<file path="config.mk">
export PLATFORM = sky130hd
export DESIGN_NAME = riscv_pipelined
export DESIGN_NICKNAME = d
export VERILOG_FILES = /design/src/logic/riscv_pkg.sv /design/src/logic/pipe_reg.sv /design/src/logic/fetch_stage.sv /design/src/logic/decode_stage.sv /design/src/logic/execute_stage.sv /design/src/logic/hazard_unit.sv /design/src/logic/riscv_pipelined.sv
export VERILOG_INCLUDE_DIRS = /design/src /design/src/logic
export SDC_FILE = /design/constraint.sdc
export NUM_CORES = 2
export LEC_CHECK = 0
export BUFFER_PORTS_ARGS = -buffer_cell sky130_fd_sc_hd__buf_4
export CAP_MARGIN = 10
export CORE_MARGIN = 10
export CORE_UTILIZATION = 65
export CTS_BUF_LIST = sky130_fd_sc_hd__clkbuf_2
export DETAILED_ROUTE_END_ITERATION = 12
export HOLD_SLACK_MARGIN = 0.06
export PLACE_DENSITY = 0.8
export SYNTH_ARGS = -nofsm -noshare
export SYNTH_HDL_FRONTEND = slang
export SYNTH_SLANG_ARGS = --single-unit
</file>
<file path="constraint.sdc">
create_clock -name clk -period 5.19 [get_ports clk]
set_clock_uncertainty 0.1 [all_clocks]
set_input_delay 0.519 -clock clk [delete_from_list [all_inputs] [get_ports clk]]
set_output_delay 0.519 -clock clk [all_outputs]
set_load 0.02 [all_outputs]
</file>
<file path="src/logic/riscv_macros.svh">
`ifndef RISCV_MACROS_SVH
`define RISCV_MACROS_SVH

// core word size
// data path and address path share it
`define XLEN 32

// architectural integer registers
// entry zero reads as zero
`define NUM_REGS 32

// first fetch address after reset
`define RESET_PC 32'h0000_0000

`endif

</file>
<file path="src/logic/riscv_pkg.sv">
`default_nettype none

`include "riscv_macros.svh"

package riscv_pkg;

  // basic words
  typedef logic [`XLEN-1:0] addr_t;
  typedef logic [`XLEN-1:0] data_t;
  typedef logic [4:0]       reg_idx_t;

  // alu operations, pass_b carries lui's immediate through
  typedef enum logic [2:0] {
    ALU_ADD,
    ALU_SUB,
    ALU_AND,
    ALU_OR,
    ALU_XOR,
    ALU_SLT,
    ALU_PASS_B
  } alu_op_t;

  // writeback source
  typedef enum logic [1:0] {
    WB_ALU,
    WB_MEM,
    WB_PC4
  } wb_sel_t;

  // fetch to decode
  typedef struct packed {
    logic  valid;
    addr_t pc;
    data_t instr;
  } if_to_id_t;

  // decode to execute, operands already read
  typedef struct packed {
    logic     valid;
    addr_t    pc;
    data_t    rs1_data;
    data_t    rs2_data;
    data_t    imm;
    reg_idx_t rd;
    alu_op_t  alu_op;
    logic     use_imm;
    wb_sel_t  wb_sel;
    logic     reg_write;
    logic     mem_read;
    logic     mem_write;
    logic     branch;
    logic     branch_ne;
    logic     jump;
  } id_to_ex_t;

  // execute to memory
  typedef struct packed {
    logic     valid;
    data_t    alu_result;
    data_t    store_data;
    addr_t    pc_plus4;
    reg_idx_t rd;
    wb_sel_t  wb_sel;
    logic     reg_write;
    logic     mem_read;
    logic     mem_write;
  } ex_to_mem_t;

  // memory to writeback
  typedef struct packed {
    logic     valid;
    data_t    alu_result;
    data_t    mem_data;
    addr_t    pc_plus4;
    reg_idx_t rd;
    wb_sel_t  wb_sel;
    logic     reg_write;
  } mem_to_wb_t;

  // redirect from execute back to fetch
  typedef struct packed {
    logic  redirect;
    addr_t target;
  } ex_to_if_t;

endpackage

`default_nettype wire

</file>
<file path="src/logic/pipe_reg.sv">
`timescale 1ns/1ps
`default_nettype none

// one pipeline register, payload is a stage struct
module pipe_reg #(
  parameter type payload_t = logic [31:0]
) (
  input  logic     clk,
  input  logic     reset,
  input  logic     stall,
  input  logic     flush,
  input  payload_t d,
  output payload_t q
);

  // all-zero payload is a bubble, valid bit low
  // flush wins over stall
  always_ff @(posedge clk) begin
    if (reset || flush) begin
      q <= '0;
    end else if (!stall) begin
      q <= d;
    end
  end

endmodule

`default_nettype wire

</file>
<file path="src/logic/fetch_stage.sv">
`timescale 1ns/1ps
`default_nettype none

`include "riscv_macros.svh"

module fetch_stage (
  input  logic                  clk,
  input  logic                  reset,
  input  logic                  stall,
  input  riscv_pkg::ex_to_if_t  ex_to_if,
  output riscv_pkg::addr_t      imem_address,
  input  riscv_pkg::data_t      imem_data,
  output riscv_pkg::if_to_id_t  if_to_id
);

  import riscv_pkg::*;

  addr_t pc;

  // next pc
  // redirect beats stall, else sequential
  always_ff @(posedge clk) begin
    if (reset) begin
      pc <= `RESET_PC;
    end else if (ex_to_if.redirect) begin
      pc <= ex_to_if.target;
    end else if (!stall) begin
      pc <= pc + addr_t'(4);
    end
  end

  // instruction memory reads combinationally from pc
  assign imem_address = pc;

  // every fetch is valid here
  // bubbles come from the if/id flush
  assign if_to_id.valid = 1'b1;
  assign if_to_id.pc    = pc;
  assign if_to_id.instr = imem_data;

endmodule

`default_nettype wire

</file>
<file path="src/logic/decode_stage.sv">
`timescale 1ns/1ps
`default_nettype none

`include "riscv_macros.svh"

module decode_stage (
  input  logic                  clk,
  input  logic                  reset,
  input  riscv_pkg::if_to_id_t  if_to_id,
  input  logic                  wb_write,
  input  riscv_pkg::reg_idx_t   wb_rd,
  input  riscv_pkg::data_t      wb_data,
  output riscv_pkg::reg_idx_t   rs1,
  output riscv_pkg::reg_idx_t   rs2,
  output logic                  uses_rs1,
  output logic                  uses_rs2,
  output riscv_pkg::id_to_ex_t  id_to_ex
);

  import riscv_pkg::*;

  // major opcodes
  localparam logic [6:0] OP_LUI    = 7'b0110111;
  localparam logic [6:0] OP_JAL    = 7'b1101111;
  localparam logic [6:0] OP_BRANCH = 7'b1100011;
  localparam logic [6:0] OP_LOAD   = 7'b0000011;
  localparam logic [6:0] OP_STORE  = 7'b0100011;
  localparam logic [6:0] OP_IMM    = 7'b0010011;
  localparam logic [6:0] OP_REG    = 7'b0110011;

  data_t      regs [`NUM_REGS];
  data_t      instr;
  logic [6:0] opcode;
  logic [2:0] funct3;
  logic [6:0] funct7;
  data_t      imm_i;
  data_t      imm_s;
  data_t      imm_b;
  data_t      imm_j;
  data_t      imm_u;
  logic       legal;
  logic       use1;
  logic       use2;

  assign instr  = if_to_id.instr;
  assign opcode = instr[6:0];
  assign funct3 = instr[14:12];
  assign funct7 = instr[31:25];
  assign rs1    = instr[19:15];
  assign rs2    = instr[24:20];

  // immediates, all sign extended from bit 31
  assign imm_i = {{20{instr[31]}}, instr[31:20]};
  assign imm_s = {{20{instr[31]}}, instr[31:25], instr[11:7]};
  assign imm_b = {{19{instr[31]}}, instr[31], instr[7], instr[30:25], instr[11:8], 1'b0};
  assign imm_j = {{11{instr[31]}}, instr[31], instr[19:12], instr[20], instr[30:21], 1'b0};
  assign imm_u = {instr[31:12], 12'b0};

  // register file
  // x0 never written, cleared on reset
  always_ff @(posedge clk) begin
    if (reset) begin
      for (int i = 0; i < `NUM_REGS; i++) begin
        regs[i] <= '0;
      end
    end else if (wb_write && (wb_rd != '0)) begin
      regs[wb_rd] <= wb_data;
    end
  end

  // control decode
  always_comb begin
    legal              = 1'b0;
    use1               = 1'b0;
    use2               = 1'b0;
    id_to_ex.imm       = imm_i;
    id_to_ex.alu_op    = ALU_ADD;
    id_to_ex.use_imm   = 1'b0;
    id_to_ex.wb_sel    = WB_ALU;
    id_to_ex.reg_write = 1'b0;
    id_to_ex.mem_read  = 1'b0;
    id_to_ex.mem_write = 1'b0;
    id_to_ex.branch    = 1'b0;
    id_to_ex.branch_ne = 1'b0;
    id_to_ex.jump      = 1'b0;
    case (opcode)
      OP_LUI: begin
        legal              = 1'b1;
        id_to_ex.imm       = imm_u;
        id_to_ex.alu_op    = ALU_PASS_B;
        id_to_ex.use_imm   = 1'b1;
        id_to_ex.reg_write = 1'b1;
      end
      OP_JAL: begin
        // link value is pc+4, target from execute
        legal              = 1'b1;
        id_to_ex.imm       = imm_j;
        id_to_ex.wb_sel    = WB_PC4;
        id_to_ex.reg_write = 1'b1;
        id_to_ex.jump      = 1'b1;
      end
      OP_BRANCH: begin
        // beq and bne only
        legal              = (funct3[2:1] == 2'b00);
        use1               = 1'b1;
        use2               = 1'b1;
        id_to_ex.imm       = imm_b;
        id_to_ex.alu_op    = ALU_SUB;
        id_to_ex.branch    = 1'b1;
        id_to_ex.branch_ne = funct3[0];
      end
      OP_LOAD: begin
        // word loads only
        legal              = (funct3 == 3'b010);
        use1               = 1'b1;
        id_to_ex.use_imm   = 1'b1;
        id_to_ex.wb_sel    = WB_MEM;
        id_to_ex.reg_write = 1'b1;
        id_to_ex.mem_read  = 1'b1;
      end
      OP_STORE: begin
        legal              = (funct3 == 3'b010);
        use1               = 1'b1;
        use2               = 1'b1;
        id_to_ex.imm       = imm_s;
        id_to_ex.use_imm   = 1'b1;
        id_to_ex.mem_write = 1'b1;
      end
      OP_IMM, OP_REG: begin
        use1               = 1'b1;
        use2               = (opcode == OP_REG);
        id_to_ex.use_imm   = (opcode == OP_IMM);
        id_to_ex.reg_write = 1'b1;
        legal              = 1'b1;
        case (funct3)
          3'b000:  id_to_ex.alu_op = ALU_ADD;
          3'b111:  id_to_ex.alu_op = ALU_AND;
          3'b110:  id_to_ex.alu_op = ALU_OR;
          3'b100:  id_to_ex.alu_op = ALU_XOR;
          3'b010:  id_to_ex.alu_op = ALU_SLT;
          default: legal = 1'b0;
        endcase
        // register form, sub is the only alternate funct7
        if (opcode == OP_REG) begin
          if (funct7 == 7'b0100000 && funct3 == 3'b000) begin
            id_to_ex.alu_op = ALU_SUB;
          end else if (funct7 != 7'b0000000) begin
            legal = 1'b0;
          end
        end
      end
      default: legal = 1'b0;
    endcase
  end

  // unsupported or bubble, nothing downstream acts on it
  assign id_to_ex.valid = if_to_id.valid && legal;
  assign id_to_ex.pc    = if_to_id.pc;
  assign id_to_ex.rd    = instr[11:7];

  // hazard sees only real source reads
  assign uses_rs1 = id_to_ex.valid && use1;
  assign uses_rs2 = id_to_ex.valid && use2;

  // write-first read ports
  // same-cycle writeback value bypasses the array
  assign id_to_ex.rs1_data = (rs1 == '0) ? '0 :
                             (wb_write && wb_rd == rs1) ? wb_data : regs[rs1];
  assign id_to_ex.rs2_data = (rs2 == '0) ? '0 :
                             (wb_write && wb_rd == rs2) ? wb_data : regs[rs2];

endmodule

`default_nettype wire

</file>
<file path="src/logic/execute_stage.sv">
`timescale 1ns/1ps
`default_nettype none

module execute_stage (
  input  riscv_pkg::id_to_ex_t   id_to_ex,
  output riscv_pkg::ex_to_mem_t  ex_to_mem,
  output riscv_pkg::ex_to_if_t   ex_to_if
);

  import riscv_pkg::*;

  data_t operand_a;
  data_t operand_b;
  data_t alu_result;
  logic  equal;
  logic  taken;

  assign operand_a = id_to_ex.rs1_data;

  // register or immediate second operand
  assign operand_b = id_to_ex.use_imm ? id_to_ex.imm : id_to_ex.rs2_data;

  // alu
  always_comb begin
    case (id_to_ex.alu_op)
      ALU_ADD:    alu_result = operand_a + operand_b;
      ALU_SUB:    alu_result = operand_a - operand_b;
      ALU_AND:    alu_result = operand_a & operand_b;
      ALU_OR:     alu_result = operand_a | operand_b;
      ALU_XOR:    alu_result = operand_a ^ operand_b;
      ALU_SLT:    alu_result = data_t'($signed(operand_a) < $signed(operand_b));
      ALU_PASS_B: alu_result = operand_b;
      default:    alu_result = '0;
    endcase
  end

  // beq/bne compare the two registers directly
  assign equal = (id_to_ex.rs1_data == id_to_ex.rs2_data);

  // bne flips the sense of the compare
  assign taken = id_to_ex.valid &&
                 (id_to_ex.jump || (id_to_ex.branch && (equal ^ id_to_ex.branch_ne)));

  // both branch and jal targets are pc relative
  assign ex_to_if.redirect = taken;
  assign ex_to_if.target   = id_to_ex.pc + id_to_ex.imm;

  // forward to memory stage
  assign ex_to_mem.valid      = id_to_ex.valid;
  assign ex_to_mem.alu_result = alu_result;
  assign ex_to_mem.store_data = id_to_ex.rs2_data;
  assign ex_to_mem.pc_plus4   = id_to_ex.pc + addr_t'(4);
  assign ex_to_mem.rd         = id_to_ex.rd;
  assign ex_to_mem.wb_sel     = id_to_ex.wb_sel;
  assign ex_to_mem.reg_write  = id_to_ex.reg_write;
  assign ex_to_mem.mem_read   = id_to_ex.mem_read;
  assign ex_to_mem.mem_write  = id_to_ex.mem_write;

endmodule

`default_nettype wire

</file>
<file path="src/logic/hazard_unit.sv">
`timescale 1ns/1ps
`default_nettype none

module hazard_unit (
  input  riscv_pkg::reg_idx_t    rs1,
  input  riscv_pkg::reg_idx_t    rs2,
  input  logic                   uses_rs1,
  input  logic                   uses_rs2,
  input  riscv_pkg::id_to_ex_t   id_to_ex,
  input  riscv_pkg::ex_to_mem_t  ex_to_mem,
  input  logic                   redirect,
  output logic                   stall,
  output logic                   flush_if_id,
  output logic                   flush_id_ex
);

  import riscv_pkg::*;

  logic ex_writes;
  logic mem_writes;
  logic hit_rs1;
  logic hit_rs2;
  logic raw;

  // older writers still in flight, x0 never counts
  assign ex_writes  = id_to_ex.valid && id_to_ex.reg_write && (id_to_ex.rd != '0);
  assign mem_writes = ex_to_mem.valid && ex_to_mem.reg_write && (ex_to_mem.rd != '0);

  // no forwarding, so any match waits for writeback
  // load/use falls out of the same check
  assign hit_rs1 = uses_rs1 && ((ex_writes && id_to_ex.rd == rs1) ||
                                (mem_writes && ex_to_mem.rd == rs1));
  assign hit_rs2 = uses_rs2 && ((ex_writes && id_to_ex.rd == rs2) ||
                                (mem_writes && ex_to_mem.rd == rs2));
  assign raw     = hit_rs1 || hit_rs2;

  // redirect kills the stalled instruction anyway
  assign stall       = raw && !redirect;
  assign flush_if_id = redirect;
  // bubble into execute while decode waits
  assign flush_id_ex = redirect || raw;

endmodule

`default_nettype wire

</file>
<file path="src/logic/riscv_pipelined.sv">
`timescale 1ns/1ps
`default_nettype none

// five-stage core, separate instruction and data ports
module riscv_pipelined (
  input  logic             clk,
  input  logic             reset,

  output riscv_pkg::addr_t memory_instr__address,
  output riscv_pkg::data_t memory_instr__write_data,
  output logic [3:0]       memory_instr__write_enable,
  input  riscv_pkg::data_t memory_instr__read_data,

  output riscv_pkg::addr_t memory_data__address,
  output riscv_pkg::data_t memory_data__write_data,
  output logic [3:0]       memory_data__write_enable,
  input  riscv_pkg::data_t memory_data__read_data
);

  import riscv_pkg::*;

  if_to_id_t  if_to_id_d;
  if_to_id_t  if_to_id_q;
  id_to_ex_t  id_to_ex_d;
  id_to_ex_t  id_to_ex_q;
  ex_to_mem_t ex_to_mem_d;
  ex_to_mem_t ex_to_mem_q;
  mem_to_wb_t mem_to_wb_d;
  mem_to_wb_t mem_to_wb_q;
  ex_to_if_t  ex_to_if;

  reg_idx_t rs1;
  reg_idx_t rs2;
  logic     uses_rs1;
  logic     uses_rs2;
  logic     stall;
  logic     flush_if_id;
  logic     flush_id_ex;

  logic     wb_write;
  data_t    wb_data;

  // fetch
  fetch_stage u_fetch_stage (
    .clk          (clk),
    .reset        (reset),
    .stall        (stall),
    .ex_to_if     (ex_to_if),
    .imem_address (memory_instr__address),
    .imem_data    (memory_instr__read_data),
    .if_to_id     (if_to_id_d)
  );

  // instruction port is read only
  assign memory_instr__write_data   = '0;
  assign memory_instr__write_enable = 4'b0000;

  pipe_reg #(.payload_t(if_to_id_t)) u_if_id (
    .clk   (clk),
    .reset (reset),
    .stall (stall),
    .flush (flush_if_id),
    .d     (if_to_id_d),
    .q     (if_to_id_q)
  );

  // decode and register file
  decode_stage u_decode_stage (
    .clk      (clk),
    .reset    (reset),
    .if_to_id (if_to_id_q),
    .wb_write (wb_write),
    .wb_rd    (mem_to_wb_q.rd),
    .wb_data  (wb_data),
    .rs1      (rs1),
    .rs2      (rs2),
    .uses_rs1 (uses_rs1),
    .uses_rs2 (uses_rs2),
    .id_to_ex (id_to_ex_d)
  );

  hazard_unit u_hazard_unit (
    .rs1         (rs1),
    .rs2         (rs2),
    .uses_rs1    (uses_rs1),
    .uses_rs2    (uses_rs2),
    .id_to_ex    (id_to_ex_q),
    .ex_to_mem   (ex_to_mem_q),
    .redirect    (ex_to_if.redirect),
    .stall       (stall),
    .flush_if_id (flush_if_id),
    .flush_id_ex (flush_id_ex)
  );

  // id/ex never holds, a stall turns into a bubble here
  pipe_reg #(.payload_t(id_to_ex_t)) u_id_ex (
    .clk   (clk),
    .reset (reset),
    .stall (1'b0),
    .flush (flush_id_ex),
    .d     (id_to_ex_d),
    .q     (id_to_ex_q)
  );

  // execute
  execute_stage u_execute_stage (
    .id_to_ex  (id_to_ex_q),
    .ex_to_mem (ex_to_mem_d),
    .ex_to_if  (ex_to_if)
  );

  pipe_reg #(.payload_t(ex_to_mem_t)) u_ex_mem (
    .clk   (clk),
    .reset (reset),
    .stall (1'b0),
    .flush (1'b0),
    .d     (ex_to_mem_d),
    .q     (ex_to_mem_q)
  );

  // memory stage, word accesses only
  assign memory_data__address      = ex_to_mem_q.alu_result;
  assign memory_data__write_data   = ex_to_mem_q.store_data;
  assign memory_data__write_enable = (ex_to_mem_q.valid && ex_to_mem_q.mem_write) ?
                                     4'b1111 : 4'b0000;

  // capture load data alongside the rest of the bundle
  always_comb begin
    mem_to_wb_d.valid      = ex_to_mem_q.valid;
    mem_to_wb_d.alu_result = ex_to_mem_q.alu_result;
    mem_to_wb_d.mem_data   = ex_to_mem_q.mem_read ? memory_data__read_data : '0;
    mem_to_wb_d.pc_plus4   = ex_to_mem_q.pc_plus4;
    mem_to_wb_d.rd         = ex_to_mem_q.rd;
    mem_to_wb_d.wb_sel     = ex_to_mem_q.wb_sel;
    mem_to_wb_d.reg_write  = ex_to_mem_q.reg_write;
  end

  pipe_reg #(.payload_t(mem_to_wb_t)) u_mem_wb (
    .clk   (clk),
    .reset (reset),
    .stall (1'b0),
    .flush (1'b0),
    .d     (mem_to_wb_d),
    .q     (mem_to_wb_q)
  );

  // writeback select
  always_comb begin
    case (mem_to_wb_q.wb_sel)
      WB_MEM:  wb_data = mem_to_wb_q.mem_data;
      WB_PC4:  wb_data = mem_to_wb_q.pc_plus4;
      default: wb_data = mem_to_wb_q.alu_result;
    endcase
  end

  assign wb_write = mem_to_wb_q.valid && mem_to_wb_q.reg_write;

endmodule

`default_nettype wire

</file>
==> Implementation_results.wiki <==
{| class="wikitable"
! Metric !! Value
|-
| Result of the run || finished clean
|-
| Final Net Count || 6465
|-
| Global Route Usage Sum || 0.388
|-
| Root cell of the clock tree || sky130_fd_sc_hd__clkbuf_2
|-
| Average wire per standard cell || 32.0 um
|-
| Synthesis Warnings || 0
|-
| Clock insertion delay at the later pin of the skew report || 1.81 ns
|-
| Maximum number of pins on one net before global-route repair || 126
|-
| Synthesized area || 75200 sq um
|-
| Share of total power in the clock network || 0.314
|-
| Count of instances resized after the clock tree is built || 0
|-
| Switching power share of the total || 0.298
|-
| Number of synthesized flops with an enable pin || 1024
|-
| Gate count of the mapped netlist || 5898
|-
| Number of H-tree levels || 5
|-
| Post-route fraction of the period consumed by the critical path || 0.888
|-
| Sequential area share after synthesis || 0.530
|-
| Post-CTS Setup Inserts || 0
|-
| Routing usage on met2 || 0.616
|-
| Pins over their slew limit || 0
|-
| Final Util || 0.723
|-
| Total congestion overflow after global routing || 0
|-
| Minimum clock period after layout || 4.61 ns
|-
| Number of antenna violations at the first check in global routing || 17
|-
| Net switching power of the design || 7.37 mW
|-
| CTS max path bufs || 4
|-
| Number of violations reported at the end of detailed-routing iteration 0 || 8786
|-
| First-pass GRT wire length || 371000 um
|-
| Placed cell count || 7182
|-
| Fraction of final layout cells sized beyond drive strength 1 || 0.253
|-
| Unrepaired setup endpoints after global routing || false
|-
| Worst Path Arrival || 6.12 ns
|-
| Num Clock Sinks || 1479
|-
| Routed vias/inst || 7.01
|-
| Final weighted congestion of routability-driven global placement || 0.978
|-
| Via total after detailed routing || 56.2k
|-
| Final Instance Count excl. Fillers || 8014
|-
| Placeable Area || 115000 sq um
|-
| Post-DP Area || 77700 sq um
|-
| TritonCTS clock tree || yes
|-
| Worst hold path type || flop to flop
|-
| Worst-case vdd ir drop || 0.000234 V
|-
| Maximum Capacitance Violations || 0
|-
| LEAKAGE || 29.4 nW
|-
| Leading cell types in the layout, fill and taps excluded || sky130_fd_sc_hd__nor2_1 (1270), sky130_fd_sc_hd__edfxtp_1 (1024), sky130_fd_sc_hd__mux4_2 (640)
|-
| Post-route ant nets || 0
|-
| Maximum operating frequency || 217 MHz
|-
| Total wire length || 257000 um
|-
| DP HPWL || 164000 um
|-
| Iteration count of the initial detailed-routing pass || 8
|-
| Number of rows created at floorplan || 124
|-
| Sequential fraction of design power || 0.542
|-
| Number of port buffers || 165
|-
| Worst setup slack for register-to-register paths || 0.58 ns
|-
| Met1 capacity usage during global routing || 0.463
|-
| Fin Setup TNS || 0 ns
|-
| Final hold vios || 0
|-
| Power Density || 299 nW/um^2
|-
| CP Class || flop to flop
|-
| CTS hold repair buffers || 198
|-
| Starting utilization of the core area || 0.656
|-
| Cell variety after synth || 98
|-
| Prevailing post-synth register cell || sky130_fd_sc_hd__edfxtp_1
|-
| Number of global-route vias before repair || 56.3k
|-
| Die Outline Area || 130000 sq um
|-
| Number of remaining DRC errors || 0
|-
| Final instance area || 82900 sq um
|-
| Width of the die || 360 um
|-
| Commonest non-fill, non-tap cell in the layout || sky130_fd_sc_hd__nor2_1
|-
| Syn-to-layout area delta || 10.3%
|-
| Required @ worst endpoint || 6.70 ns
|-
| Remaining max-slew budget at the tightest pin || 0.147
|-
| Internal Pwr Total || 17.4 mW
|-
| CTS buffer count || 377
|-
| Most utilized layer in the global route result || met2
|-
| Share of synthesized registers carrying an async set or reset || 0
|-
| Startpoint types || flop
|-
| Worst-path maximum fanout || 18
|-
| Endpoint class of the critical path || flop
|-
| Combinational share of power || 0.144
|-
| Least-Margin Pin Slew || 1.27 ns
|-
| Vertical die dimension || 360 um
|-
| Number of synthesized register bits || 1479
|-
| Met3 routing resource usage after global routing || 0.113
|-
| Count of endpoints failing setup in the final report || 0
|-
| Mean Syn Cell Area || 12.7 sq um
|-
| Number of primary I/O pins || 202
|-
| Post-CTS clock slew at the launch and capture registers of the worst setup and hold paths || 0.11 ns
|}
-- cell usage after synthesis, types with 37 or more instances --
cell type | instances | area (sq um)
sky130_fd_sc_hd__a211oi_1 | 149 | 1120
sky130_fd_sc_hd__a21o_1 | 38 | 285
sky130_fd_sc_hd__a21oi_1 | 178 | 891
sky130_fd_sc_hd__a22oi_1 | 49 | 368
sky130_fd_sc_hd__and2_1 | 81 | 507
sky130_fd_sc_hd__buf_1 | 46 | 173
sky130_fd_sc_hd__buf_2 | 54 | 270
sky130_fd_sc_hd__buf_4 | 105 | 788
sky130_fd_sc_hd__clkbuf_1 | 415 | 1560
sky130_fd_sc_hd__dfxtp_1 | 455 | 9110
sky130_fd_sc_hd__edfxtp_1 | 1024 | 30700
sky130_fd_sc_hd__ha_1 | 148 | 1850
sky130_fd_sc_hd__inv_1 | 103 | 387
sky130_fd_sc_hd__mux2i_1 | 97 | 971
sky130_fd_sc_hd__mux4_2 | 640 | 14400
sky130_fd_sc_hd__nand2_1 | 171 | 642
sky130_fd_sc_hd__nand3_1 | 37 | 185
sky130_fd_sc_hd__nor2_1 | 1270 | 4770
sky130_fd_sc_hd__nor2b_1 | 202 | 1260
sky130_fd_sc_hd__o21ai_0 | 76 | 380
sky130_fd_sc_hd__xnor2_1 | 105 | 920
sky130_fd_sc_hd__xor2_1 | 64 | 561
-- registers in the layout, indices dropped and copies added (netlist names) --
| register | count |
|---|---|
| u_decode_stage.regs | 1024 |
| u_ex_mem.q | 107 |
| u_fetch_stage.imem_address | 32 |
| u_id_ex.q | 146 |
| u_if_id.q | 65 |
| u_mem_wb.q | 105 |
-- logic make-up after synthesis --
family	count (synthesis)	share of synthesized area
AOI/OAI and AO/OA	676	0.0613
and+or+nand+nor	1949	0.115
muxes	743	0.206
buffers and inverters	730	0.0428
DFF	1479	0.530
adders and majority gates	151	0.0254
other	1	0.0000499
xor gates and xnor gates	169	0.0197
-- routing by layer --
metal | up-vias | routed length, um
met3 | 1242 | 35200
li1 | 22600 | -
met1 | 27100 | 81600
met5 | - | 140
met2 | 5312 | 121000
met4 | 20 | 19200
-- power groups by stage --
| stage | logic (mW) | registers, mW | clock network [mW] |
|---|---|---|---|
| global placement | 3.31 | 13.6 | 0 |
| global route | 3.72 | 13.4 | 8.30 |
| detailed placement | 3.35 | 13.7 | 0 |
| floorplan | 2.38 | 13.4 | 0 |
| CTS | 3.46 | 13.4 | 7.70 |
| finish | 3.57 | 13.4 | 7.77 |
-- stage by stage --
stage,total power [mW],hold slack (ns),setup WS [ns]
floorplan,15.8,0.314,0.555
global placement,16.9,0.318,0.728
detailed placement,17.0,0.322,0.716
CTS,24.5,0.131,0.636
global route,25.5,0.252,0.256
finish,24.8,0.265,0.583
-- final timing paths --
check / start / endpoint / cells after the start
max: u_id_ex.q[8] / u_ex_mem.q[74] / 14
min: u_ex_mem.q[22] / u_mem_wb.q[20] / 1
max reg2reg: u_id_ex.q[8] / u_ex_mem.q[74] / 14
min reg2reg: u_ex_mem.q[22] / u_mem_wb.q[20] / 1
-- layout make-up --
cell class / instances / area [sq um]
tap: 1512 / 1890
clock inverter: 94 / 482
inverter: 105 / 394
fill: 7348 / 31800
clock buffer: 530 / 2650
sequential: 1479 / 39900
timing repair buffer: 529 / 4770
antenna: 9 / 22.5
multi-input combinational: 3756 / 32800
-- critical path, cell delays in order (launching register included) --
cell and delay [ns]:
sky130_fd_sc_hd__dfxtp_2 0.59, sky130_fd_sc_hd__buf_4 0.43, sky130_fd_sc_hd__mux2i_1 0.42, sky130_fd_sc_hd__ha_1 0.40, sky130_fd_sc_hd__inv_1 0.17, sky130_fd_sc_hd__a21o_1 0.20
sky130_fd_sc_hd__a21oi_1 0.21, sky130_fd_sc_hd__buf_4 0.16, sky130_fd_sc_hd__a2bb2oi_1 0.26, sky130_fd_sc_hd__o211ai_2 0.21, sky130_fd_sc_hd__a311oi_1 0.51, sky130_fd_sc_hd__o21ai_0 0.26
sky130_fd_sc_hd__a211oi_1 0.35, sky130_fd_sc_hd__o211ai_1 0.13, sky130_fd_sc_hd__a31oi_1 0.13
No activity file was read; power rests on OpenSTA's default activity.
